## config.mk

```make
export PLATFORM = sky130hd
export DESIGN_NAME = fir_phase_counter
export DESIGN_NICKNAME = d
export VERILOG_FILES = /design/src/dsp_pkg.sv /design/src/fir_phase_counter.sv
export SDC_FILE = /design/constraint.sdc
export NUM_CORES = 1
export LEC_CHECK = 0
export BUFFER_PORTS_ARGS = -buffer_cell sky130_fd_sc_hd__buf_2
export CORE_AREA = 8 8 45 47
export CTS_CLUSTER_DIAMETER = 60
export DETAILED_ROUTE_END_ITERATION = 6
export DIE_AREA = 0 0 53 55
export GPL_TIMING_DRIVEN = 0
export HOLD_SLACK_MARGIN = 0.15
export SYNTH_ARGS = -nofsm -noshare
export SYNTH_HDL_FRONTEND = slang
export SYNTH_SLANG_ARGS = --single-unit
```

## constraint.sdc

```tcl
create_clock -name clock -period 2.2 [get_ports clock]
set_input_delay 0.44 -clock clock [delete_from_list [all_inputs] [get_ports clock]]
set_output_delay 0.44 -clock clock [all_outputs]
set_load 0.05 [all_outputs]
```

## src/dsp_pkg.sv

```systemverilog
package dsp_pkg;

    // Fixed-point format shared by samples, coefficients, products and sums
    localparam int DATA_SIZE = 32;
    localparam int FRAC_BITS = 10;

    // Filter geometry. UNROLL_FACTOR has to divide NUM_TAPS
    localparam int NUM_TAPS = 8;
    localparam int DECIMATION = 4;
    localparam int UNROLL_FACTOR = 2;
    localparam int SLICES = NUM_TAPS / UNROLL_FACTOR;
    localparam int TAP_INDEX_WIDTH = $clog2(NUM_TAPS);
    localparam int DECIMATION_WIDTH = $clog2(DECIMATION);

    typedef logic signed [DATA_SIZE-1:0] sample_t;

    // Symmetric low-pass set in Q10 with unity DC gain (taps sum to 1024)
    localparam sample_t COEFFICIENTS [NUM_TAPS] = '{-16, 24, 152, 352, 352, 152, 24, -16};

    typedef enum logic [1:0] {
        S_LOAD,
        S_MULTIPLY,
        S_ACCUMULATE,
        S_WRITE
    } fir_state_t;

    typedef struct packed {
        logic shift;
        logic multiply;
        logic accumulate;
        logic clear;
    } fir_control_t;

    typedef struct packed {
        logic                       decimation_done;
        logic                       unroll_last;
        logic [TAP_INDEX_WIDTH-1:0] unroll_index;
    } fir_phase_t;

    // Full-width product, rounded by half an LSB and scaled back to Q10
    function automatic sample_t multiply_rounding(input sample_t a, input sample_t b);
        logic signed [2*DATA_SIZE-1:0] product;
        product = a * b;
        product = product + (64'sd1 <<< (FRAC_BITS - 1));
        product = product >>> FRAC_BITS;
        return product[DATA_SIZE-1:0];
    endfunction

endpackage

```

## src/fir_phase_counter.sv

```systemverilog
`timescale 1ns/1ps

module fir_phase_counter (
    input  logic                  clock,
    input  logic                  reset,
    input  dsp_pkg::fir_control_t control,
    output dsp_pkg::fir_phase_t   phase
);
    import dsp_pkg::*;

    logic [DECIMATION_WIDTH-1:0] decimation_count;
    logic [TAP_INDEX_WIDTH-1:0]  unroll_index;
    logic                        decimation_done;
    logic                        unroll_last;

    assign decimation_done = (decimation_count == DECIMATION_WIDTH'(DECIMATION - 1));
    assign unroll_last = (unroll_index == TAP_INDEX_WIDTH'(NUM_TAPS - UNROLL_FACTOR));

    always_ff @(posedge clock or posedge reset) begin
        if (reset) begin
            decimation_count <= '0;
            unroll_index <= '0;
        end else begin
            if (control.shift) begin
                decimation_count <= decimation_done ? '0 : decimation_count + 1'b1;
            end
            // Slice start steps through the taps and is back at zero for the next output
            if (control.multiply) begin
                if (unroll_last) begin
                    unroll_index <= '0;
                end else begin
                    unroll_index <= unroll_index + TAP_INDEX_WIDTH'(UNROLL_FACTOR);
                end
            end
        end
    end

    assign phase.decimation_done = decimation_done;
    assign phase.unroll_last = unroll_last;
    assign phase.unroll_index = unroll_index;

endmodule

```

==> results.yml <==
grt:
  grt_first_pass_wirelength_um: 648
  largest_net_degree_at_the_start_of_global_routing: 5
  antenna_found_initial: 0
  globalRouteTotalUtil_pct: 3.56
  grt_pass1_vias: 153
  grt_overflow_total: 0
drt:
  wire_per_inst_um: 9.61
  viasPerCell: 3.16
  top_signal_layer_used: "met3"
  ant_nets: 0
  finalWirelength_um: 423
  drc: 0
  drt-met1-wl_um: 172
  vias: 139
  dr.pass1.iters: 2
  detail_route.iter0.violations: 1
  wl_met3_um: 101
  detailroute.wirelength.met2_um: 149
run_status:
  outcome: "complete, no violations"
floorplanning:
  coreArea_um2: 1380
  dieHeight_um: 55
  core.rowCount: 14
  start_util_pct: 15.4
  dieWidth_um: 53
  design.die.area_um2: 2920
  i_o_pin_total: 11
worst_setup_path:
  data_arrival_time_at_the_worst_slack_endpoint_ns: 1.17
  timing.critical_path.required_ns: 1.76
  reg2reg_from: "unroll_index[1]"
  cp_max_fo: 3
  worstReg2RegEnd: "unroll_index[2]"
  timing.reg2reg.setup_slack_ns: 1.15
  worst_setup_path_startpoint: "unroll_index[1]"
  timing.critical_path.to: "phase[3]"
  crit_chain: "ha_1, buf_4, buf_2"
  setup.worst_path.start_class: "register"
  critPathKind: "reg -> out"
  worst_r2r_path_depth: 2
  master_of_the_slowest_instance_on_the_critical_path: "dfrtp_1"
  setup.worst_path.end_class: "output pin"
  slowest_delay_ns: 0.39
cells_and_area:
  drive_above_1_share_pct: 57.1
  layoutNonFillerInstCount: 44
  final_net_count: 38
  layout-area-overhead-vs-synth_pct: 41.2
  postLayoutCellArea_um2: 300
  antennaDiodeCount: 0
sta:
  min_period_ns: 1.61
  setup_total_negative_slack_ns: 0
  setup_slack_ns: 0.591
  timing.final.hold_violations: 0
  finalSetupViolations: 0
  rsz0062_at_grt: "false"
  post-route-period-util_pct: 73.1
  max_clock_freq_mhz: 621
  slew_violations: 0
  worst_clock_skew_ns: 0.0000477
synth:
  synth_area_per_cell_um2: 12.5
  synth_top_cells_by_area: "dfrtp_1, ha_1, buf_4"
  synthCells: 17
  postSynthNetCount: 25
  synth_seq_area_share_pct: 47.1
  yosysWarnings: 0
  synth.distinct_cells: 10
  synth_top_cell_by_area: "dfrtp_1"
  synth_area_um2: 213
  postSynthRegisterBits: 4
  post-synth-top-area-fraction_pct: 47.1
placed_design:
  io_buf_count: 7
  final_replace_weighted_congestion: 0.668
  hpwlAfterDp_um: 340
  placed_area_um2: 268
  preCtsSetupSlack_ns: 0.832
  post-place-cells: 40
clock_network:
  cts_buffer_depth: 2
  ctsRootBufferMaster: "clkbuf_4"
  cts_tree: "built"
  clkLatencyLatePin_ns: 0.23
  clkTransAtPathRegs_ns: 0.04
  ctsHtreeMaxLevel: 1
  cts_buffer_count: 3
  numClockSinks: 4
flow_run:
  cap_viol_max_count: 0
min_path:
  timing.hold.worst.class: "in -> reg"
  min_from: "control[2]"
power:
  pwr_density_cell_nw_per_um2: 1610
  ir_worst_vdd_uv: 244
  static-leakage-power_nw: 0.162
flip-flops by register name, indices dropped and copies added (netlist names):
| name | flops |
|---|---|
| unroll_index | 2 |
| decimation_count | 2 |
synth_stat cells:
master    number
buf_4          3
conb_1         1
dfrtp_1        4
ha_1           2
inv_1          1
mux2_2         2
mux2_4         1
mux2i_1        1
nand2b_1       1
nor2_1         1
worst max-delay path: cells and delay by family (launching register included):
family	cells	cell delay [ns]
buf+inv	2	0.33
flops	1	0.39
fa+ha+maj	1	0.22
cell families (layout without fill, tap and decap cells):
group         Yosys count  in the layout  share of synthesized area [%]
mux                     4              4                           22.4
flops                   4              4                           47.1
buf+inv                 4             15                           12.4
fa+ha+maj               2              2                           11.8
simple gates            2              2                           4.71
other cells             1              1                           1.76
worst min path at each step:
stage                                endpoint  cells after the start
after floorplan           decimation_count[0]                      1
after global placement        unroll_index[2]                      2
after detailed placement  decimation_count[0]                      2
after CTS                     unroll_index[1]                      2
after global routing          unroll_index[1]                      2
final                         unroll_index[1]                      2
repair_timing:
action                    CTS  global route
hold buffers                1             0
buffers inserted            0             0
resized for setup           0             0
hold endpoints to repair    4             0
metal layers:
| metal | track usage, % | vias up |
|---|---|---|
| met3 | 3.74 | 0 |
| met2 | 3.13 | 9 |
| met5 | 0 | - |
| li1 | - | 74 |
| met4 | 6.47 | 0 |
| met1 | 3.06 | 56 |
cell type report:
class,count,area (um2)
timing repair buffer,8,45.0
inverter,1,3.75
sequential,4,100
clock buffer,3,22.5
tap,16,20.0
buffer,3,22.5
fill,156,1080
multi-input combinational,9,86.3
placed cells by master (no fill, tap or decap):
master | netlist | layout
buf_2 | 0 | 7
buf_4 | 3 | 3
clkbuf_4 | 0 | 3
conb_1 | 1 | 1
dfrtp_1 | 4 | 4
dlygate4sd3_1 | 0 | 1
ha_1 | 2 | 2
inv_1 | 1 | 1
mux2_2 | 2 | 2
mux2_4 | 1 | 1
mux2i_1 | 1 | 1
nand2b_1 | 1 | 1
nor2_1 | 1 | 1
through the flow:
step | utilization [%] | total power, mW | hold slack [ns]
2_1_floorplan | - | 0.344 | 0.206
3_3_place_gp | 19.3 | 0.388 | 0.328
3_5_place_dp | 19.3 | 0.395 | 0.333
4_1_cts | 21.7 | 0.493 | 0.425
5_1_grt | 21.7 | 0.518 | 0.424
6_report | 21.7 | 0.484 | 0.433
report_power, final:
group	internal, mW	leakage (nW)	total [mW]	switching [mW]
Sequential	0.109	0.0473	0.132	0.0232
Combinational	0.100	0.101	0.261	0.161
Clock	0.0610	0.0138	0.0910	0.0300
Note: power is estimated with default switching activity, not from simulation.
