==> config.mk <==
export PLATFORM = sky130hd
export DESIGN_NAME = fir_sequencer
export DESIGN_NICKNAME = d
export VERILOG_FILES = /design/src/dsp_pkg.sv /design/src/fir_sequencer.sv
export SDC_FILE = /design/constraint.sdc
export NUM_CORES = 1
export LEC_CHECK = 0
export BUFFER_PORTS_ARGS = -buffer_cell sky130_fd_sc_hd__buf_4
export CAP_MARGIN = 20
export CORE_AREA = 2 2 39 41
export CTS_BUF_LIST = sky130_fd_sc_hd__clkbuf_4 sky130_fd_sc_hd__clkbuf_8
export CTS_CLUSTER_SIZE = 25
export DETAILED_ROUTE_END_ITERATION = 8
export DIE_AREA = 0 0 41 43
export GPL_ROUTABILITY_DRIVEN = 1
export PLACE_DENSITY = 0.34
export SYNTH_ARGS = -nofsm -noshare
export SYNTH_HDL_FRONTEND = slang
export SYNTH_SLANG_ARGS = --single-unit
==> constraint.sdc <==
create_clock -name clock -period 1.5 [get_ports clock]
set_clock_uncertainty 0.1 [all_clocks]
set_input_delay 0.225 -clock clock [delete_from_list [all_inputs] [get_ports clock]]
set_output_delay 0.225 -clock clock [all_outputs]
set_load 0.03 [all_outputs]
==> src/dsp_pkg.sv <==
package dsp_pkg;

    // Fixed-point format shared by samples, coefficients, products and sums
    localparam int DATA_SIZE = 32;
    localparam int FRAC_BITS = 10;

    // Filter geometry. UNROLL_FACTOR has to divide NUM_TAPS
    localparam int NUM_TAPS = 8;
    localparam int DECIMATION = 4;
    localparam int UNROLL_FACTOR = 2;
    localparam int SLICES = NUM_TAPS / UNROLL_FACTOR;
    localparam int TAP_INDEX_WIDTH = $clog2(NUM_TAPS);
    localparam int DECIMATION_WIDTH = $clog2(DECIMATION);

    typedef logic signed [DATA_SIZE-1:0] sample_t;

    // Symmetric low-pass set in Q10 with unity DC gain (taps sum to 1024)
    localparam sample_t COEFFICIENTS [NUM_TAPS] = '{-16, 24, 152, 352, 352, 152, 24, -16};

    typedef enum logic [1:0] {
        S_LOAD,
        S_MULTIPLY,
        S_ACCUMULATE,
        S_WRITE
    } fir_state_t;

    typedef struct packed {
        logic shift;
        logic multiply;
        logic accumulate;
        logic clear;
    } fir_control_t;

    typedef struct packed {
        logic                       decimation_done;
        logic                       unroll_last;
        logic [TAP_INDEX_WIDTH-1:0] unroll_index;
    } fir_phase_t;

    // Full-width product, rounded by half an LSB and scaled back to Q10
    function automatic sample_t multiply_rounding(input sample_t a, input sample_t b);
        logic signed [2*DATA_SIZE-1:0] product;
        product = a * b;
        product = product + (64'sd1 <<< (FRAC_BITS - 1));
        product = product >>> FRAC_BITS;
        return product[DATA_SIZE-1:0];
    endfunction

endpackage

==> src/fir_sequencer.sv <==
`timescale 1ns/1ps

module fir_sequencer (
    input  logic                  clock,
    input  logic                  reset,
    input  logic                  in_empty,
    output logic                  in_rd_en,
    input  logic                  out_full,
    output logic                  out_wr_en,
    input  dsp_pkg::fir_phase_t   phase,
    output dsp_pkg::fir_control_t control
);
    import dsp_pkg::*;

    fir_state_t state;
    fir_state_t next_state;

    always_ff @(posedge clock or posedge reset) begin
        if (reset) begin
            state <= S_LOAD;
        end else begin
            state <= next_state;
        end
    end

    always_comb begin
        next_state = state;
        case (state)
            S_LOAD: begin
                // Leave on the read that completes the decimation group
                if (!in_empty && phase.decimation_done) begin
                    next_state = S_MULTIPLY;
                end
            end
            S_MULTIPLY: begin
                if (phase.unroll_last) begin
                    next_state = S_ACCUMULATE;
                end
            end
            S_ACCUMULATE: begin
                next_state = S_WRITE;
            end
            S_WRITE: begin
                if (!out_full) begin
                    next_state = S_LOAD;
                end
            end
            default: begin
                next_state = S_LOAD;
            end
        endcase
    end

    // One FIFO read is one shift, one FIFO write clears the sum
    assign in_rd_en = (state == S_LOAD) && !in_empty;
    assign out_wr_en = (state == S_WRITE) && !out_full;

    assign control.shift = in_rd_en;
    assign control.multiply = (state == S_MULTIPLY);
    assign control.accumulate = (state == S_ACCUMULATE);
    assign control.clear = out_wr_en;

    assert property (@(posedge clock) disable iff (reset)
        !$isunknown(state) && (state inside {S_LOAD, S_MULTIPLY, S_ACCUMULATE, S_WRITE}))
        else $error("Sequencer state left the encoded values");

    // The counter has to end the multiply passes after exactly one sweep of the taps
    assert property (@(posedge clock) disable iff (reset)
        (in_rd_en && phase.decimation_done) |=>
            (state == S_MULTIPLY) [*SLICES] ##1 (state == S_ACCUMULATE))
        else $error("Multiply phase did not last one pass per slice");

endmodule

==> summary.md <==
| Metric | Value |
|---|---|
| Status | complete, but fails checks |
| Failing checks | setup timing |
| R2R setup slack | -90 ps |
| Setup-failing EPs final | 4 |
| Initial Utilization | 14.4% |
| Cell family with most CP delay | flip-flops |
| Mapped Avg Cell Area | 9.95 µm² |
| Vias in the first global route | 202 |
| Biggest register | state |
| First-pass GRT wire length | 676 µm |
| Die footprint | 0.00176 mm² |
| Area of the core | 0.00138 mm² |
| Final Hold Fails | 0 |
| Largest registers | state (2) |
| Site Rows | 14 |
| CP Launch Point | state[1] |
| Startpoint Class | flip-flop |
| Sw Pwr | 399 µW |
| Routed wire per std cell | 8.36 µm |
| Antenna-violating nets left | 0 |
| Area Overhead vs Synth | 118% |
| Root Buffer Master | clkbuf_4 |
| Hold slack | 307 ps |
| Gr usage total | 6.33% |
| Placed Instance Area | 332 µm² |
| Max Cap Viol | 0 |
| Worst path required time | 1500 ps |
| Core Util, Final | 31.4% |
| Layout cells sized above 1 | 77.5% |
| Static Leak | 0.218 nW |
| CTS tree | yes |
| Die outline height | 43 µm |
| Crit path depth | 5 |
| Hpwl dp | 350 µm |
| Routability cong. | 0.709 |
| Cell with the most instances after synthesis | ha_1 |
| CP max stage cell | dfrtp_1 |
| Drt total wl | 468 µm |
| Nets | 56 |
| Fin area | 434 µm² |
| Mapped Nets | 34 |
| Clk pin slew, worst setup/hold paths | 30 ps |
| Highest Clock Rate | 628 MHz |
| Worst Hold Class | input pin to async pin |
| Via/cell ratio | 3.68 |
| Top FF cell, synth | dfrtp_1 |
| CP Max Fanout | 3 |
| Reg power frac | 12.1% |
| Ys async rst share | 100% |
| Comb power frac | 75.9% |
| Initial antenna violation count | 0 |
| PwrDens | 2270 mW/mm² |
| Die X | 41 µm |
| CP Data Arrival Time | 1590 ps |
| Sw Ratio | 40.5% |
| Dpl ws | -148 ps |
| Max FFs per register | 2 |
| Crit Path Class | flip-flop to flip-flop |
| IO Count | 15 |
| R2R Path End | state[1] |
| Cell Int Power | 586 µW |
| Count of cell types in the netlist | 11 |
| Reg2Reg Depth | 5 |
| Clk sinks | 2 |
| Post-Syn Instances | 20 |
| WP buf/inv | 2 |
| Synth top area share | 31.4% |
| Synthesized area | 199 µm² |
| Pin count of the biggest net entering global routing | 4 |
| Initial DRC count | 1 |
| Crit share post-route | 106% |
| Overflow left after global routing | 0 |
| Worst Tran Pin Value | 260 ps |
| #FFs+latches synth | 2 |
| DRC | 0 |
| Input/output buffers | 11 |
| Via count | 206 |
| Most area-hungry cell type in the Yosys netlist | ha_1 |
| Sequential-to-total area share from yosys stat | 25.2% |
| Clock latency on the worst-skew pair | 220 ps |
| Synth top cells by count | ha_1, inv_1, buf_4, dfrtp_1 |
| Fin crit period | 1590 ps |
| Pins Over Slew Limit | 0 |
| CP endpoint | state[1] |
| Inserted Diodes | 0 |
| Worst-path cell chain | inv_2, ha_4, a222oi_1, buf_4, mux2_4 |
| CP max stage delay | 370 ps |
| H-tree levels | 1 |
| Area contributors post-synth | ha_1, dfrtp_1, buf_4 |
| YS warnings | 0 |
| Unrepaired setup endpoints after global routing | yes |
| Clock Power Share | 12.0% |
| Worst vdd ir | 0.000936 V |
| DR pass1 iterations | 4 |
| Slew headroom | 82.7% |
| Setup ws final | -91.9 ps |
| Inserted Clock Buffers | 3 |
| CTS max path bufs | 2 |
| EDFF count, synth | 0 |
| Worst reg2reg path startpoint | state[1] |
| Crit end category | flip-flop |
## layer usage
| metal | track usage [%] | up-vias | routed length (µm) |
|---|---|---|---|
| met1 | 4.82 | 96 | 181 |
| met2 | 9.38 | 7 | 250 |
| met5 | 0 | - | 0 |
| met3 | 3.14 | 0 | 36 |
| met4 | 8.00 | 0 | 0 |
| li1 | - | 103 | - |
## metrics by stage
stage / power (mW) / cells / setup TNS [ps]
global route: 1.05 / 56 / -624
CTS: 0.913 / 55 / -339
detailed placement: 0.658 / 49 / -287
finish: 0.985 / 56 / -230
global placement: 0.659 / 49 / -319
floorplan: 0.469 / 20 / -150
## power by group through the flow
stage                     clock network (mW)  registers, mW  logic (mW)
after CTS                              0.129          0.119       0.665
final                                  0.118          0.119       0.748
after global routing                   0.131          0.123       0.800
after floorplan                            0          0.116       0.353
after detailed placement                   0          0.118       0.540
after global placement                     0          0.117       0.542
## placed cells by master, fill, tap and decap left out
master	n
ha_2	2
mux2_4	1
dlygate4sd3_1	1
ha_1	1
nand2b_1	1
buf_6	6
nor2_1	1
mux2i_2	1
nor2b_2	1
and2b_2	1
a222oi_1	1
clkbuf_4	3
dfrtp_1	2
ha_4	2
inv_2	2
inv_1	2
buf_4	12
## worst min-delay path by stage
stage,start,endpoint,slack (ps),cells past startpoint
after global placement,reset,state[1],-20,2
after global routing,reset,state[0],310,3
after detailed placement,reset,state[0],-10,2
after floorplan,reset,state[0],-130,1
after CTS,reset,state[0],300,3
final,reset,state[0],310,3
## final cells by class
class                      instances  area, µm²
fill                             148        950
timing repair buffer              19        168
multi-input combinational         12        159
sequential                         2       50.0
clock buffer                       3       22.5
tap                               16       20.0
inverter                           4       15.0
## worst register-to-register path, cell delays in order, from the launching register on
cell,delay [ps]
dfrtp_1,370
inv_2,70
ha_4,160
a222oi_1,290
buf_4,180
mux2_4,290
## timing repair
| item | CTS | global route |
|---|---|---|
| hold buffers | 1 | 0 |
| gates resized for setup | 9 | 4 |
| gates cloned | 0 | 0 |
| pin swaps | 2 | 1 |
| endpoints found under the hold margin | 2 | 0 |
| endpoints found under the setup margin | 7 | 7 |
| setup buffers | 2 | 2 |
## cell families after synthesis
| logic type | synth area share [%] |
|---|---|
| and+or+nand+nor | 12.6 |
| adders and majority gates | 31.4 |
| AOI/OAI and AO/OA | 5.03 |
| DFF | 25.2 |
| buffers and inverters | 15.1 |
| muxes | 10.7 |
Note: power is estimated with default switching activity, not from simulation.
