File: config.mk
export PLATFORM = sky130hd
export DESIGN_NAME = fir_delay_line
export DESIGN_NICKNAME = d
export VERILOG_FILES = /design/src/dsp_pkg.sv /design/src/fir_delay_line.sv
export SDC_FILE = /design/constraint.sdc
export NUM_CORES = 1
export LEC_CHECK = 0
export BUFFER_PORTS_ARGS = -buffer_cell sky130_fd_sc_hd__buf_2
export CORE_UTILIZATION = 38
export CTS_CLUSTER_DIAMETER = 40
export DETAILED_ROUTE_END_ITERATION = 16
export PLACE_DENSITY_LB_ADDON = 0.15
export SYNTH_ARGS = -nofsm -noshare
export SYNTH_HDL_FRONTEND = slang
export SYNTH_SLANG_ARGS = --single-unit
File: constraint.sdc
create_clock -name clock -period 7.8 [get_ports clock]
set_input_delay 0.39 -clock clock [delete_from_list [all_inputs] [get_ports clock]]
set_output_delay 0.39 -clock clock [all_outputs]
set_load 0.1 [all_outputs]
File: src/dsp_pkg.sv
package dsp_pkg;

    // Fixed-point format shared by samples, coefficients, products and sums
    localparam int DATA_SIZE = 32;
    localparam int FRAC_BITS = 10;

    // Filter geometry. UNROLL_FACTOR has to divide NUM_TAPS
    localparam int NUM_TAPS = 8;
    localparam int DECIMATION = 4;
    localparam int UNROLL_FACTOR = 2;
    localparam int SLICES = NUM_TAPS / UNROLL_FACTOR;
    localparam int TAP_INDEX_WIDTH = $clog2(NUM_TAPS);
    localparam int DECIMATION_WIDTH = $clog2(DECIMATION);

    typedef logic signed [DATA_SIZE-1:0] sample_t;

    // Symmetric low-pass set in Q10 with unity DC gain (taps sum to 1024)
    localparam sample_t COEFFICIENTS [NUM_TAPS] = '{-16, 24, 152, 352, 352, 152, 24, -16};

    typedef enum logic [1:0] {
        S_LOAD,
        S_MULTIPLY,
        S_ACCUMULATE,
        S_WRITE
    } fir_state_t;

    typedef struct packed {
        logic shift;
        logic multiply;
        logic accumulate;
        logic clear;
    } fir_control_t;

    typedef struct packed {
        logic                       decimation_done;
        logic                       unroll_last;
        logic [TAP_INDEX_WIDTH-1:0] unroll_index;
    } fir_phase_t;

    // Full-width product, rounded by half an LSB and scaled back to Q10
    function automatic sample_t multiply_rounding(input sample_t a, input sample_t b);
        logic signed [2*DATA_SIZE-1:0] product;
        product = a * b;
        product = product + (64'sd1 <<< (FRAC_BITS - 1));
        product = product >>> FRAC_BITS;
        return product[DATA_SIZE-1:0];
    endfunction

endpackage

File: src/fir_delay_line.sv
`timescale 1ns/1ps

module fir_delay_line (
    input  logic                  clock,
    input  logic                  reset,
    input  dsp_pkg::fir_control_t control,
    input  dsp_pkg::sample_t      sample,
    output dsp_pkg::sample_t      taps [dsp_pkg::NUM_TAPS]
);
    import dsp_pkg::*;

    // Tap 0 holds the newest sample, the last tap the oldest
    always_ff @(posedge clock or posedge reset) begin
        if (reset) begin
            for (int i = 0; i < NUM_TAPS; i++) begin
                taps[i] <= '0;
            end
        end else if (control.shift) begin
            taps[0] <= sample;
            for (int i = 1; i < NUM_TAPS; i++) begin
                taps[i] <= taps[i-1];
            end
        end
    end

endmodule

==> results of run 1 <==
==> cells in the final DEF, fill, tap and decap left out <==
cell / instances
buf_2: 289
buf_4: 4
buf_8: 1
bufinv_16: 6
clkbuf_1: 1
clkbuf_16: 41
clkbuf_8: 2
clkinv_2: 4
clkinv_4: 2
clkinvlp_4: 7
dfrtp_1: 256
diode_2: 1
inv_6: 3
inv_8: 3
mux2_2: 256
==> Yosys cell counts <==
master / instances
inv_1: 1
dfrtp_1: 256
buf_4: 1
buf_2: 1
buf_6: 26
mux2_2: 256
==> worst max path at each step <==
stage,start,endpoint,cells past startpoint
after floorplan,reset,taps[0],1
after global placement,control[3],taps[19],3
after detailed placement,control[3],taps[81],3
after CTS,control[3],taps[81],3
after global routing,control[3],taps[15],3
final,control[3],taps[81],3
==> area by class of cell <==
type / instances / area [um2] / share of cell area
tap: 324 / 405 / 0.0322
timing repair buffer: 294 / 1490 / 0.119
inverter: 1 / 11.3 / 0.000895
sequential: 256 / 6410 / 0.509
antenna: 1 / 2.50 / 0.000199
clock inverter: 24 / 319 / 0.0254
clock buffer: 44 / 1060 / 0.0841
multi-input combinational: 256 / 2880 / 0.229
==> stage by stage <==
step	utilization	setup WS [ns]	std cells	cell area [um2]	hold slack, ns
4_1_cts	0.512	5.82	1199	12600	0.0861
3_5_place_dp	0.456	5.29	1131	11200	0.490
5_1_grt	0.513	5.69	1200	12600	0.0968
2_1_floorplan	-	0.368	541	9600	0.542
6_report	0.513	5.77	1200	12600	0.0675
3_3_place_gp	0.456	5.36	1131	11200	0.484
==> worst max-delay path, delay by kind of cell <==
family   cells  cell delay [ns]
buf+inv      2             1.37
mux          1             0.42
==> metal layers <==
| metal | vias up | share of wire | global-route usage |
|---|---|---|---|
| met5 | - | 0 | 0 |
| met1 | 2868 | 0.43 | 0.206 |
| li1 | 2558 | - | - |
| met2 | 206 | 0.47 | 0.249 |
| met3 | 43 | 0.076 | 0.0542 |
| met4 | 0 | 0.026 | 0.0643 |
==> cells by family (layout without fill, tap and decap cells) <==
kind of cell	count (synthesis)	count (layout)	synth area share
buf+inv	29	363	0.0322
flops	256	256	0.667
mux	256	256	0.300
other cells	0	1	0
==> run metrics, run 1 <==
critical path arrival around 2.4 ns; CTS tree built; GP Congestion approximately 0.76; area grow syn2layout 31.0%; #FFs+latches synth 256; Fin. Hold Viols 0; H-tree levels 2; Post CTS Setup Buffer Count 0; final wirelength roughly 21 mm; ratio of cells with drive above 1 in the final layout 0.706; largest net degree at the start of global routing roughly 150; vias per cell around 4.7; cell taking the most area after synthesis dfrtp_1; hold-fix buffers at CTS 0; registers with the most flip-flops taps x256; total clock sinks around 260; crit-path max cell delay roughly 0.85 ns; Tcrit/Tclk final 0.260; final setup vio count 0; Die X about 160 um; # IOs approximately 290; starting DRC count in detailed routing 207; core area around 25000 um2; Max clock buf depth 3; Worst-path clk slew about 0.050 ns; via count between 5000 and 6000; DRT Pass-1 Iters 4; Critical Path RT 8.17 ns; wire per inst roughly 17 um; max-slew violation count 0; most flop-heavy register taps; DR DRC count 0; Fill cells around 2200; Root Driver clkbuf_16; row count 57; mean post-synth cell area about 18 um2; slew of the pin with the lowest slew margin just over 1 ns; max_cap viols 0; die footprint between 20000 and 30000 um2; Initial Utilization 0.391; Hold Crit Class in -> async; setup_tns 0 ns; Syn Inst Count approximately 540; Syn Nets ~580; number of global-route vias before repair 5933; CP cell instances buf_8 -> buf_4 -> mux2_2; Critical Path End Type flip-flop; Synth Warn # 0; top post-synthesis cells by area dfrtp_1 67%, mux2_2 30%, buf_6 3.1%, buf_4 0.078%, buf_2 0.052%; crit start category input port; DP HPWL 14.0 mm; Largest register FFs around 260; RSZ-0062 raised after global routing no; TritonCTS Buffers 39; Max FO, Critical Path around 110; PortBufs 290; FF-to-FF Start taps[32]; Max Clock Skew 0.0149 ns; synth unique cells 6; total gr overflow 0; Worst-Skew Late Latency 0.50 ns; Tot GR Track Use 0.160; Die Ht about 160 um; antenna violation net count after detailed routing 0; Slowest cell on crit path buf_4; status complete, no violations; initial antenna violation count 1; Slew headroom 0.328; sequential share of the synthesized area 0.667; Post-Syn Area 9600 um2; post_cts resized 0; Period minus WS final between 2 and 2.5 ns; FF-to-FF path depth 1; Layout Nets 886; Reg2Reg Setup Slack between 6 and 7 ns; first-pass GRT wire length about 33 mm; FF-to-FF End taps[0]; Max Freq between 400 and 500 MHz; Synth top area share 0.667; Setup CP Type in -> reg
Power of run 1 is left out: the tool's default activity adds up to more than one toggle a clock period on the data nets, which glitch-free logic cannot reach.
==> run 2, diff against run 1 <==
clock period = 1.7 ns   (was 7.8 ns; I/O delays follow)
==> run 2 against run 1 <==
Highest routed layer unchanged; routed wire length is 0.36% lower; worst hold slack gained 0.012 ns; largest cell class unchanged; cell count grew 3.3%; sequential cell count unchanged; register-to-register slack worse by 6.6 ns; non-clock buffer count increased by 40.
==> run metrics, run 2 (same netlist as run 1, synthesis figures left out) <==
antenna violation net count after detailed routing 0; Max clock buf depth 3; leading cell types in the layout, fill and taps excluded 289 x buf_2, 256 x mux2_2, 256 x dfrtp_1; antenna diode instance count 0; CP cell instances buf_2; commonest non-fill, non-tap cell in the layout buf_2; Largest register FFs 256; Max Clock Skew between 0.01 and 0.015 ns; Worst path top cell family by delay buffers and inverters; RSZ-0062 raised after global routing no; Period minus WS final approximately 1.5 ns; max-slew violation count 0; TritonCTS Buffers 39; most flop-heavy register taps; DRT Pass-1 Iters 4; core area roughly 25000 um2; Slew headroom 0.653; PortBufs just under 300; setup ws final ~0.24 ns; post_cts resized 0; # IOs between 200 and 300; number of buffer and inverter stages on the critical path 1; dpl ws a little under 0.5 ns; Die X 161 um; vias per cell between 4 and 5; Layout Nets between 900 and 1000; registers with the most flip-flops taps x256; ratio of cells with drive above 1 in the final layout 0.680; Critical Path End Type output port; Worst-path clk slew around 0.05 ns; final wirelength a little over 20 mm; Fin. Hold Viols 0; Tcrit/Tclk final 0.856; number of global-route vias before repair roughly 6000; Worst-Skew Late Latency ~0.5 ns; area grow syn2layout 35.8%; Initial Utilization 0.391; status complete, no violations; DR DRC count 0; Slowest cell on crit path buf_2; starting DRC count in detailed routing between 150 and 200; final setup vio count 0; wire per inst 16.6 um; total gr overflow 0; GP Congestion between 0.7 and 0.8; CTS tree built; first-pass GRT wire length ~34 mm; Die Ht 161 um; Max Freq a little under 700 MHz; Hold Crit Class in -> async; Max FO, Critical Path 3; crit start category flip-flop; DP HPWL ~14 mm; row count between 50 and 60; critical path arrival between 1 and 1.5 ns; Setup CP Type reg -> out; Root Driver clkbuf_16; total clock sinks around 260; Fill cells 2095; largest net degree at the start of global routing 80; crit-path max cell delay 0.46 ns; initial antenna violation count 0; die footprint between 20000 and 30000 um2; Critical Path RT around 1.6 ns; slew of the pin with the lowest slew margin 0.523 ns; via count just under 6000; H-tree levels 2; Tot GR Track Use 0.163; max_cap viols 0
## run 2: cell types whose count changed in the layout (fill, tap and decap cells not counted), sizes merged
cell / change
inv: -1
clkbuf: +3
clkinv: +4
clkinvlp: -4
diode: -1
bufinv: -1
dlygate4sd3: +35
buf: +5
## run 2: through the flow
step	setup TNS (ns)	cell area, um2	hold slack [ns]	util	std cells
after floorplan	-449.70	9600	0.237	-	541
after global placement	0	11300	0.0392	0.461	1136
after detailed placement	0	11300	0.0441	0.461	1136
after CTS	0	13000	0.0639	0.531	1240
after global routing	0	13000	0.0782	0.531	1240
final	0	13000	0.0795	0.531	1240
## run 2: path summary, 6_finish.rpt
check | slack, ns | start | to | cells past startpoint
min reg2reg | 0.50 | taps[19] | taps[19] | 1
max | 0.24 | taps[32] | taps[32] | 1
min | 0.08 | reset | taps[225] | 3
max in group asynchronous | 0.96 | reset | taps[115] | 4
max reg2reg | 0.37 | taps[255] | taps[255] | 2
min in group clock | 0.35 | sample[29] | taps[253] | 3
## run 2: cell type report
cell class                 count  area [um2]  area share
clock buffer                  47        1090      0.0835
clock inverter                22         274      0.0210
inverter                       1        7.51    0.000576
multi-input combinational    256        2880       0.221
sequential                   256        6410       0.492
tap                          324         405      0.0311
timing repair buffer         334        1970       0.151
## run 2: worst min-delay path: stages
cell	delay, ns
dlygate4sd3_1	0.53
buf_2	0.13
clkinvlp_4	0.19
## run 2: metal layers
| metal | vias to the layer above | routed length, um | track usage |
|---|---|---|---|
| met5 | - | 0 | 0 |
| met3 | 40 | 1580 | 0.0509 |
| met4 | 0 | 473 | 0.0553 |
| li1 | 2640 | - | - |
| met2 | 194 | 9810 | 0.262 |
| met1 | 2904 | 8740 | 0.209 |
## run 2: repair_timing
action,4_1_cts,5_1_grt
hold endpoints to repair,303,0
hold buffers,35,0
buffers inserted,0,0
Power of run 2 is left out for the same reason.
