===== src/dsp_pkg.sv =====
package dsp_pkg;

    // Fixed-point format shared by samples, coefficients, products and sums
    localparam int DATA_SIZE = 32;
    localparam int FRAC_BITS = 10;

    // Filter geometry. UNROLL_FACTOR has to divide NUM_TAPS
    localparam int NUM_TAPS = 8;
    localparam int DECIMATION = 4;
    localparam int UNROLL_FACTOR = 2;
    localparam int SLICES = NUM_TAPS / UNROLL_FACTOR;
    localparam int TAP_INDEX_WIDTH = $clog2(NUM_TAPS);
    localparam int DECIMATION_WIDTH = $clog2(DECIMATION);

    typedef logic signed [DATA_SIZE-1:0] sample_t;

    // Symmetric low-pass set in Q10 with unity DC gain (taps sum to 1024)
    localparam sample_t COEFFICIENTS [NUM_TAPS] = '{-16, 24, 152, 352, 352, 152, 24, -16};

    typedef enum logic [1:0] {
        S_LOAD,
        S_MULTIPLY,
        S_ACCUMULATE,
        S_WRITE
    } fir_state_t;

    typedef struct packed {
        logic shift;
        logic multiply;
        logic accumulate;
        logic clear;
    } fir_control_t;

    typedef struct packed {
        logic                       decimation_done;
        logic                       unroll_last;
        logic [TAP_INDEX_WIDTH-1:0] unroll_index;
    } fir_phase_t;

    // Full-width product, rounded by half an LSB and scaled back to Q10
    function automatic sample_t multiply_rounding(input sample_t a, input sample_t b);
        logic signed [2*DATA_SIZE-1:0] product;
        product = a * b;
        product = product + (64'sd1 <<< (FRAC_BITS - 1));
        product = product >>> FRAC_BITS;
        return product[DATA_SIZE-1:0];
    endfunction

endpackage


===== src/sample_fifo.sv =====
`timescale 1ns/1ps

module sample_fifo #(
    parameter int DEPTH = 16
) (
    input  logic             clock,
    input  logic             reset,
    input  dsp_pkg::sample_t din,
    input  logic             wr_en,
    output logic             full,
    output dsp_pkg::sample_t dout,
    input  logic             rd_en,
    output logic             empty
);
    import dsp_pkg::*;

    sample_t mem [DEPTH];

    // The top pointer bit flips on every lap and separates full from empty
    logic [$clog2(DEPTH):0] wr_ptr;
    logic [$clog2(DEPTH):0] rd_ptr;

    always_ff @(posedge clock or posedge reset) begin
        if (reset) begin
            wr_ptr <= '0;
            rd_ptr <= '0;
        end else begin
            if (wr_en && !full) begin
                wr_ptr <= wr_ptr + 1'b1;
            end
            if (rd_en && !empty) begin
                rd_ptr <= rd_ptr + 1'b1;
            end
        end
    end

    always_ff @(posedge clock) begin
        if (wr_en && !full) begin
            mem[wr_ptr[$clog2(DEPTH)-1:0]] <= din;
        end
    end

    // Show-ahead read port, the head word is visible while empty is low
    assign dout = mem[rd_ptr[$clog2(DEPTH)-1:0]];

    assign empty = (wr_ptr == rd_ptr);
    assign full = (wr_ptr[$clog2(DEPTH)] != rd_ptr[$clog2(DEPTH)]) &&
                  (wr_ptr[$clog2(DEPTH)-1:0] == rd_ptr[$clog2(DEPTH)-1:0]);

    assert property (@(posedge clock) disable iff (reset) wr_en |-> !full)
        else $error("FIFO written while full");

    assert property (@(posedge clock) disable iff (reset) rd_en |-> !empty)
        else $error("FIFO read while empty");

endmodule


===== config.mk =====
export PLATFORM = sky130hd
export DESIGN_NAME = sample_fifo
export DESIGN_NICKNAME = d
export VERILOG_FILES = /design/src/dsp_pkg.sv /design/src/sample_fifo.sv
export SDC_FILE = /design/constraint.sdc
export NUM_CORES = 1
export LEC_CHECK = 0
export ABC_AREA = 1
export BUFFER_PORTS_ARGS = -buffer_cell sky130_fd_sc_hd__buf_2
export CAP_MARGIN = 15
export CORE_UTILIZATION = 45
export DETAILED_ROUTE_END_ITERATION = 10
export SLEW_MARGIN = 15
export SYNTH_ARGS = -nofsm -noshare
export SYNTH_HDL_FRONTEND = slang
export SYNTH_SLANG_ARGS = --single-unit

===== constraint.sdc =====
create_clock -name clock -period 5.81 [get_ports clock]
set_input_delay 1.162 -clock clock [delete_from_list [all_inputs] [get_ports clock]]
set_output_delay 1.162 -clock clock [all_outputs]
set_load 0.1 [all_outputs]

==> metrics.cfg, run 1 <==
[outcome]
status=finished clean

[worst_setup_path]
required_ns=4.65
crit_type=reg -> out
crit_path_end_kind=primary output
worstPathArrival_ns=3.29
start_kind=flip-flop
cp_max_fo=48

[final_layout]
final_cell_mix=edfxtp_1 (512), nand2_1 (469), nor2_1 (357), o21ai_0 (207), nand3_1 (108)
nFillCells=3935
layout_commonest_cell=edfxtp_1
drive_gt1_frac=0.101
nets=1957
fin_area_sq_um=23900
antenna_cells=0
area_delta_synth_final_pct=12.4

[routing]
drt-total-wl_um=50200
viasPerCell=5.25
first_pass_iters=5
drt_iter0_drc=1169
ant_nets=0
drc_errors=0
wl_per_cell_um=19.6
route.vias.total=13445

[pwr]
p_int_mw=7.34
p_comb_frac=0.422
power.density_nw_per_um2=560
p_switching_mw=6.04
swShare=0.452
leakagePower_nw=8.69
p_seq_frac=0.350
clockPowerShare=0.228
ir_worst_vdd_v=0.000486

[global_routing]
grt_pass1_wl_um=77600
track_usage=0.216
globalRouteOverflowTotal=0
grt_max_degree=165
grt_pass1_vias=13231
antenna_found_initial=0

[cts]
clock-root-buffer=clkbuf_16
numCtsBuffers=53
cts_hold_buf=0
path_clk_slew_ns=0.06
cts_setup_buffers=0
cts_tree=yes
h-tree-depth=2
cts_sinks=522
clk_latency_ns=0.60
cts_buffer_depth=3
ctsResizeCount=0

[place]
dpl_cell_area_sq_um=22400
hpwl_um=25900
portBuffers=69
routabilityCongestion=0.749

[synth]
yosysTopAreaCell=edfxtp_1
synth_seq_cells=522
synthesis.area_sq_um=21300
synthCells=1862
yosysTopAreaCellShare=0.723
yosysUniqueCellTypes=22
ys_warn_count=0
synth_edf_count=512
syn_nets=1903
avgSynthCellArea_sq_um=11.4
ys.flop_type=edfxtp_1
async_flop_share=0.0192
synthTopCellsByArea=edfxtp_1 (72%), nand2_1 (8.3%), nor2_1 (6.6%), o21ai_0 (4.9%), nand3_1 (2.5%)
ys_seq_area_frac=0.735

[floorplanning]
chipWidth_um=219
coreArea_sq_um=46600
num_io_pins=70
dieArea_sq_um=48100
die_h_um=219
rows=79
start_util=0.457

[sta]
max-slew-margin-rel=0.276
worst_pin_slew_ns=1.08
fmax_ghz=0.224
drv_slew=0
fin_crit_sh=0.767
setup_tns_ns=0
setup_viol=0
min_period_ns=4.46
hold_violations=0
clock-skew-final_ns=0.0112
rsz0062_at_grt=no

[flow_run]
maxCapViolations=0

[worst_hold_path]
hp-class=reg -> reg

[registers in the layout, summed over array words and instances (netlist names)]
register,count
rd_ptr,5
mem,512
wr_ptr,5
[cell type report]
class                           count  area, sq um  share of cell area
Sequential cell                   522        15600               0.654
Multi-Input combinational cell   1189         5110               0.214
Clock buffer                       66         1380              0.0576
Tap cell                          607          759              0.0318
Timing Repair Buffer              102          681              0.0285
Inverter                           48          186             0.00780
Clock inverter                     27          146             0.00613
[worst max-delay path, stage by stage, from the launching register on]
cell and delay, ns:
dfrtp_4 0.43, clkinv_2 0.66, buf_4 0.53, nand2_1 0.10, nand2_1 0.09, nor2_4 0.13
nand3_2 0.16, inv_1 0.10, buf_2 0.42
[routing by layer]
layer | vias up | track usage | part of all wire
met5 | - | 0 | 0
li1 | 6468 | - | -
met2 | 322 | 0.365 | 0.49
met4 | 0 | 0.0715 | 0.027
met1 | 6562 | 0.285 | 0.44
met3 | 93 | 0.0330 | 0.045
[through the flow]
step | worst slack, ns | hold WS, ns | power (mW) | utilization | instances
finish | 1.35 | 0.510 | 13.4 | 0.513 | 2561
global route | 1.11 | 0.558 | 14.1 | 0.513 | 2561
CTS | 1.29 | 0.515 | 13.5 | 0.513 | 2561
detailed placement | 1.87 | 0.502 | 10.5 | 0.480 | 2468
global placement | 1.88 | 0.498 | 10.4 | 0.480 | 2468
floorplan | 2.59 | 0.483 | 9.09 | - | 1862
[power groups by stage]
stage	combinational [mW]	sequential, mW	clock [mW]
after CTS	5.71	4.69	3.11
after global placement	5.66	4.76	0
final	5.65	4.68	3.05
after floorplan	4.42	4.67	0
after detailed placement	5.70	4.77	0
after global routing	6.16	4.72	3.25
[synthesized netlist by cell type, types with 10 or more instances]
master    number
nor2_1       373
o21ai_0      207
o21ai_1       17
buf_1         24
nand2_1      469
buf_2         29
dfrtp_1       10
nand3_1      108
inv_1         45
clkbuf_1      42
edfxtp_1     512
[cell families after synthesis]
kind of cell,synth area share
and+or+nand+nor,0.176
buffers and inverters,0.0303
adders and majority gates,0.00294
AOI/OAI and AO/OA,0.0527
DFF,0.735
xor gates and xnor gates,0.00247
[worst paths after layout]
path / start / endpoint / slack, ns / cells past startpoint
max in group asynchronous: reset / rd_ptr[1] / 4.90 / 2
max reg2reg: rd_ptr[0] / mem[3][5] / 1.95 / 9
min: wr_ptr[4] / wr_ptr[4] / 0.51 / 2
min in group asynchronous: reset / rd_ptr[0] / 0.56 / 2
max: rd_ptr[1] / empty / 1.35 / 8
min reg2reg: wr_ptr[4] / wr_ptr[4] / 0.51 / 2
(Power assumes the default switching activity.)
==> run 2, diff against run 1 <==
- clock period: 5.81 -> 4.6 ns (I/O delays scaled with it)
==> run 2 against run 1 <==
Clock skew up 0.0032 ns. Critical path depth up 2. Count of clock-buffer cells in the layout increased by 4. Register-to-register slack worse by 0.79 ns. Routed wire length grew 1.4%. Sequential share of layout area decreased by 0.68 points. Sequential power grew 26%. Critical endpoint is now dout[27]. Die area stayed put. Non-clock buffer count grew 6. Worst setup slack worse by 0.68 ns. Via count rose by 1.1%. First-iteration DRC count fell by 4.2%.
==> metrics.cfg, run 2 (synthesis gave the netlist of run 1 again) <==
[outcome]
status=finished clean

[sta]
fin_hold_ws_ns=0.316
setup_tns_ns=0
fin_crit_sh=0.853
worst_pin_slew_ns=1.08
fmax_ghz=0.255
clock-skew-final_ns=0.0145
drv_slew=0
setup_viol=0
max-slew-margin-rel=0.283
rsz0062_at_grt=no
hold_violations=0
fin_ws_ns=0.676
min_period_ns=3.92

[place]
place_inst=2474
routabilityCongestion=0.756
dpl_worst_slack_ns=1.14
hpwl_um=27900
portBuffers=69

[cts]
cts_buffer_depth=3
h-tree-depth=2
numCtsBuffers=54
cts_hold_buf=0
ctsResizeCount=0
clock-root-buffer=clkbuf_16
path_clk_slew_ns=0.06
cts_sinks=522
clk_latency_ns=0.60
cts_tree=yes
cts_setup_buffers=0

[worst_setup_path]
cp_slowest_stage_delay_ns=0.80
critPathBufInv=3
cp_slowest_cell=buf_4
critPathTopFamily=buffers and inverters
crit_type=reg -> out
required_ns=3.68
path_common_cell=nand2_1
cp_cell_sequence=buf_4 > nor2_1 > nor2_1 > o21ai_0 > nand2_1 > nand2_1 > nand2_1 > inv_1 > nand2_1 > buf_2
cp_max_fo=90
worstPathArrival_ns=3.00
start_kind=flip-flop
crit_path_end_kind=primary output

[final_layout]
largest_reg_flops=512
antenna_cells=0
final_cell_mix=edfxtp_1 (512), nand2_1 (469), nor2_1 (357), o21ai_0 (207), nand3_1 (108)
layout_commonest_cell=edfxtp_1
nets=1964
nFillCells=3956
area_delta_synth_final_pct=13.6
final_cells=2569
drive_gt1_frac=0.104

[floorplanning]
chipWidth_um=219
rows=79
num_io_pins=70
coreArea_sq_um=46600
start_util=0.457
die_h_um=219
dieArea_sq_um=48100

[global_routing]
grt_pass1_vias=13098
globalRouteOverflowTotal=0
track_usage=0.217
antenna_found_initial=0
grt_pass1_wl_um=78400
grt_max_degree=171

[pwr]
leakagePower_nw=8.78
power.density_nw_per_um2=719
ir_worst_vdd_v=0.000703

[routing]
drt_iter0_drc=1120
drt-total-wl_um=50900
first_pass_iters=5
route.vias.total=13598
viasPerCell=5.29
wl_per_cell_um=19.8
drc_errors=0
ant_nets=0

[flow_run]
maxCapViolations=0

[worst_hold_path]
hp-class=in -> async

==> run 2: cell types whose count changed in the layout (fill, tap and decap cells not counted), sizes merged <==
cell	before	now
clkinvlp	0	1
bufinv	0	1
buf	102	108
clkinv	26	24
clkbuf	66	70
inv	49	47
==> run 2: area by class of cell <==
cell class	instances	area, sq um	share of cell area
clock inverter	25	143	0.00591
inverter	48	186	0.00772
clock buffer	70	1430	0.0593
sequential	522	15600	0.648
timing repair buffer	108	878	0.0364
multi-input combinational	1189	5110	0.212
tap	607	759	0.0315
==> run 2: routing by layer <==
metal	vias up	part of all wire	GRT usage
met5	-	0	0
met4	0	0.022	0.0600
met3	78	0.056	0.0362
met2	366	0.48	0.353
met1	6671	0.44	0.300
li1	6483	-	-
==> run 2: path summary, 6_finish.rpt <==
check                               start          end  slack [ns]  cells after the start
worst max-delay path            rd_ptr[0]     dout[27]        0.68                     10
worst min-delay path                reset    rd_ptr[4]        0.32                      2
worst max register to register  rd_ptr[0]  mem[12][13]        1.16                      9
worst min register to register  wr_ptr[4]    wr_ptr[4]        0.52                      2
max in group asynchronous           reset    rd_ptr[0]        3.95                      2
min in group clock              wr_ptr[4]    wr_ptr[4]        0.52                      2
==> run 2: worst reg2reg max path: cells and delay by family (launching register included) <==
| family | cells | cell delay (ns) |
|---|---|---|
| flip-flops | 1 | 0.51 |
| buffers and inverters | 3 | 1.14 |
| AND/OR/NAND/NOR | 6 | 1.50 |
==> run 2: power breakdown <==
group	switching (mW)	internal, mW	total (mW)
sequential	0.189	5.70	5.89
clock	1.75	2.23	3.98
combinational	5.78	1.70	7.48
total	7.73	9.63	17.4
==> run 2: through the flow <==
step	instance area, sq um	power (mW)	utilization
3_3_place_gp	22600	13.5	0.485
6_report	24100	17.4	0.519
4_1_cts	24100	17.5	0.519
2_1_floorplan	21300	11.5	-
3_5_place_dp	22600	13.5	0.485
5_1_grt	24100	18.3	0.519
==> run 3, diff against run 2 <==
- PLACE_DENSITY_LB_ADDON: not set -> 0.3
==> run 3 against run 2 <==
Clock skew up 0.0038 ns. Count of clock-buffer cells in the layout up 1. First-iteration DRC count up 8.1%. Via count up 0.66%. Worst setup slack worse by 0.40 ns. Largest cell class unchanged. Largest power group unchanged.
==> metrics.cfg, run 3 (synthesis gave the netlist of run 1 again) <==
[outcome]
status=finished clean

[final_layout]
drive_gt1_frac=0.101
layout_commonest_cell=edfxtp_1
final_cell_mix=edfxtp_1 (512), nand2_1 (469), nor2_1 (357), o21ai_0 (207), nand3_1 (108)
antenna_cells=0
nets=1960
area_delta_synth_final_pct=14.3
largest_reg_flops=512

[cts]
cts_sinks=522
cts_setup_buffers=0
numCtsBuffers=52
ctsResizeCount=0
cts_buffer_depth=3
h-tree-depth=2
clk_latency_ns=0.60
path_clk_slew_ns=0.06
cts_tree=yes
cts_hold_buf=0
clock-root-buffer=clkbuf_16

[floorplanning]
chipWidth_um=219
coreArea_sq_um=46600
num_io_pins=70
die_h_um=219
dieArea_sq_um=48100
rows=79
start_util=0.457

[routing]
drt_iter0_drc=1211
drt-total-wl_um=50300
first_pass_iters=6
route.vias.total=13688
viasPerCell=5.33
ant_nets=0
wl_per_cell_um=19.6
drc_errors=0

[flow_run]
maxCapViolations=0

[worst_setup_path]
start_kind=flip-flop
crit_type=reg -> out
cp_cell_sequence=buf_12 > nor2_1 > nor2_1 > o21ai_0 > nand2_1 > nand2_1 > nand2_1 > inv_1 > nand2_1 > buf_2
cp_slowest_stage_delay_ns=1.03
critPathTopFamily=flip-flops
reg2regPathDepth=8
path_common_cell=nand2_1
r2r-start=rd_ptr[0]
crit_path_end_kind=primary output
crit_cells=10
regToRegSetupSlack_ns=1.27
cp_slowest_cell=dfrtp_4
cp_max_fo=131
worstPathArrival_ns=3.41
regToRegEndpoint=mem[10][13]
required_ns=3.68
critPathBufInv=3

[pwr]
p_comb_frac=0.437
p_switching_mw=7.73
finalPower_mw=17.6
power.density_nw_per_um2=726
clockPowerShare=0.226
p_seq_frac=0.338
ir_worst_vdd_v=0.000770
swShare=0.438
leakagePower_nw=8.83
p_int_mw=9.92

[global_routing]
grt_max_degree=165
antenna_found_initial=1
globalRouteOverflowTotal=0
grt_pass1_wl_um=77200
grt_pass1_vias=13389
track_usage=0.215

[sta]
setup_viol=0
min_period_ns=4.33
fmax_ghz=0.231
fin_hold_ws_ns=0.314
max-slew-margin-rel=0.235
setup_tns_ns=0
fin_crit_sh=0.941
worst_pin_slew_ns=1.15
clock-skew-final_ns=0.0182
rsz0062_at_grt=no
hold_violations=0
drv_slew=0

[place]
routabilityCongestion=0.756
portBuffers=69
hpwl_um=26200

[worst_hold_path]
hp-class=in -> async

==> run 3: cell types whose count changed in the layout (fill, tap and decap cells not counted), sizes merged <==
cell      before  now
clkinv        24   23
buf          108  106
clkinvlp       1    0
clkbuf        70   71
bufinv         1    3
==> run 3: cell type report <==
type	instances	area, sq um
Sequential cell	522	15600
Timing Repair Buffer	106	1030
Tap cell	607	759
Clock inverter	25	201
Inverter	48	186
Fill cell	3933	22300
Multi-Input combinational cell	1189	5110
Clock buffer	71	1370
==> run 3: worst max-delay path by stage <==
stage / start / endpoint
6_report: rd_ptr[0] / dout[27]
5_1_grt: rd_ptr[0] / dout[13]
4_1_cts: rd_ptr[0] / dout[27]
3_5_place_dp: rd_ptr[0] / dout[13]
3_3_place_gp: rd_ptr[0] / dout[13]
2_1_floorplan: rd_ptr[0] / mem[10][0]
==> run 3: power by group through the flow <==
stage | Combinational (mW) | Clock, mW | Sequential [mW]
2_1_floorplan | 5.58 | 0 | 5.89
3_3_place_gp | 7.69 | 0 | 6.04
3_5_place_dp | 7.75 | 0 | 6.05
4_1_cts | 7.78 | 4.04 | 5.96
5_1_grt | 8.33 | 4.22 | 6.00
6_report | 7.70 | 3.99 | 5.96
==> run 3: routing by layer <==
metal	vias to the layer above	share of wire	track usage
met5	-	0.00034	0
met4	2	0.028	0.0731
met3	91	0.059	0.0387
met2	396	0.49	0.356
met1	6724	0.42	0.285
li1	6475	-	-
==> run 3: per-stage QoR <==
step	utilization	instance area [sq um]	std cells	setup WS [ns]
3_3_place_gp	0.488	22700	2472	0.894
4_1_cts	0.522	24300	2568	0.237
2_1_floorplan	-	21300	1862	1.45
6_report	0.522	24300	2568	0.273
5_1_grt	0.522	24300	2568	0.0704
3_5_place_dp	0.488	22700	2472	0.915
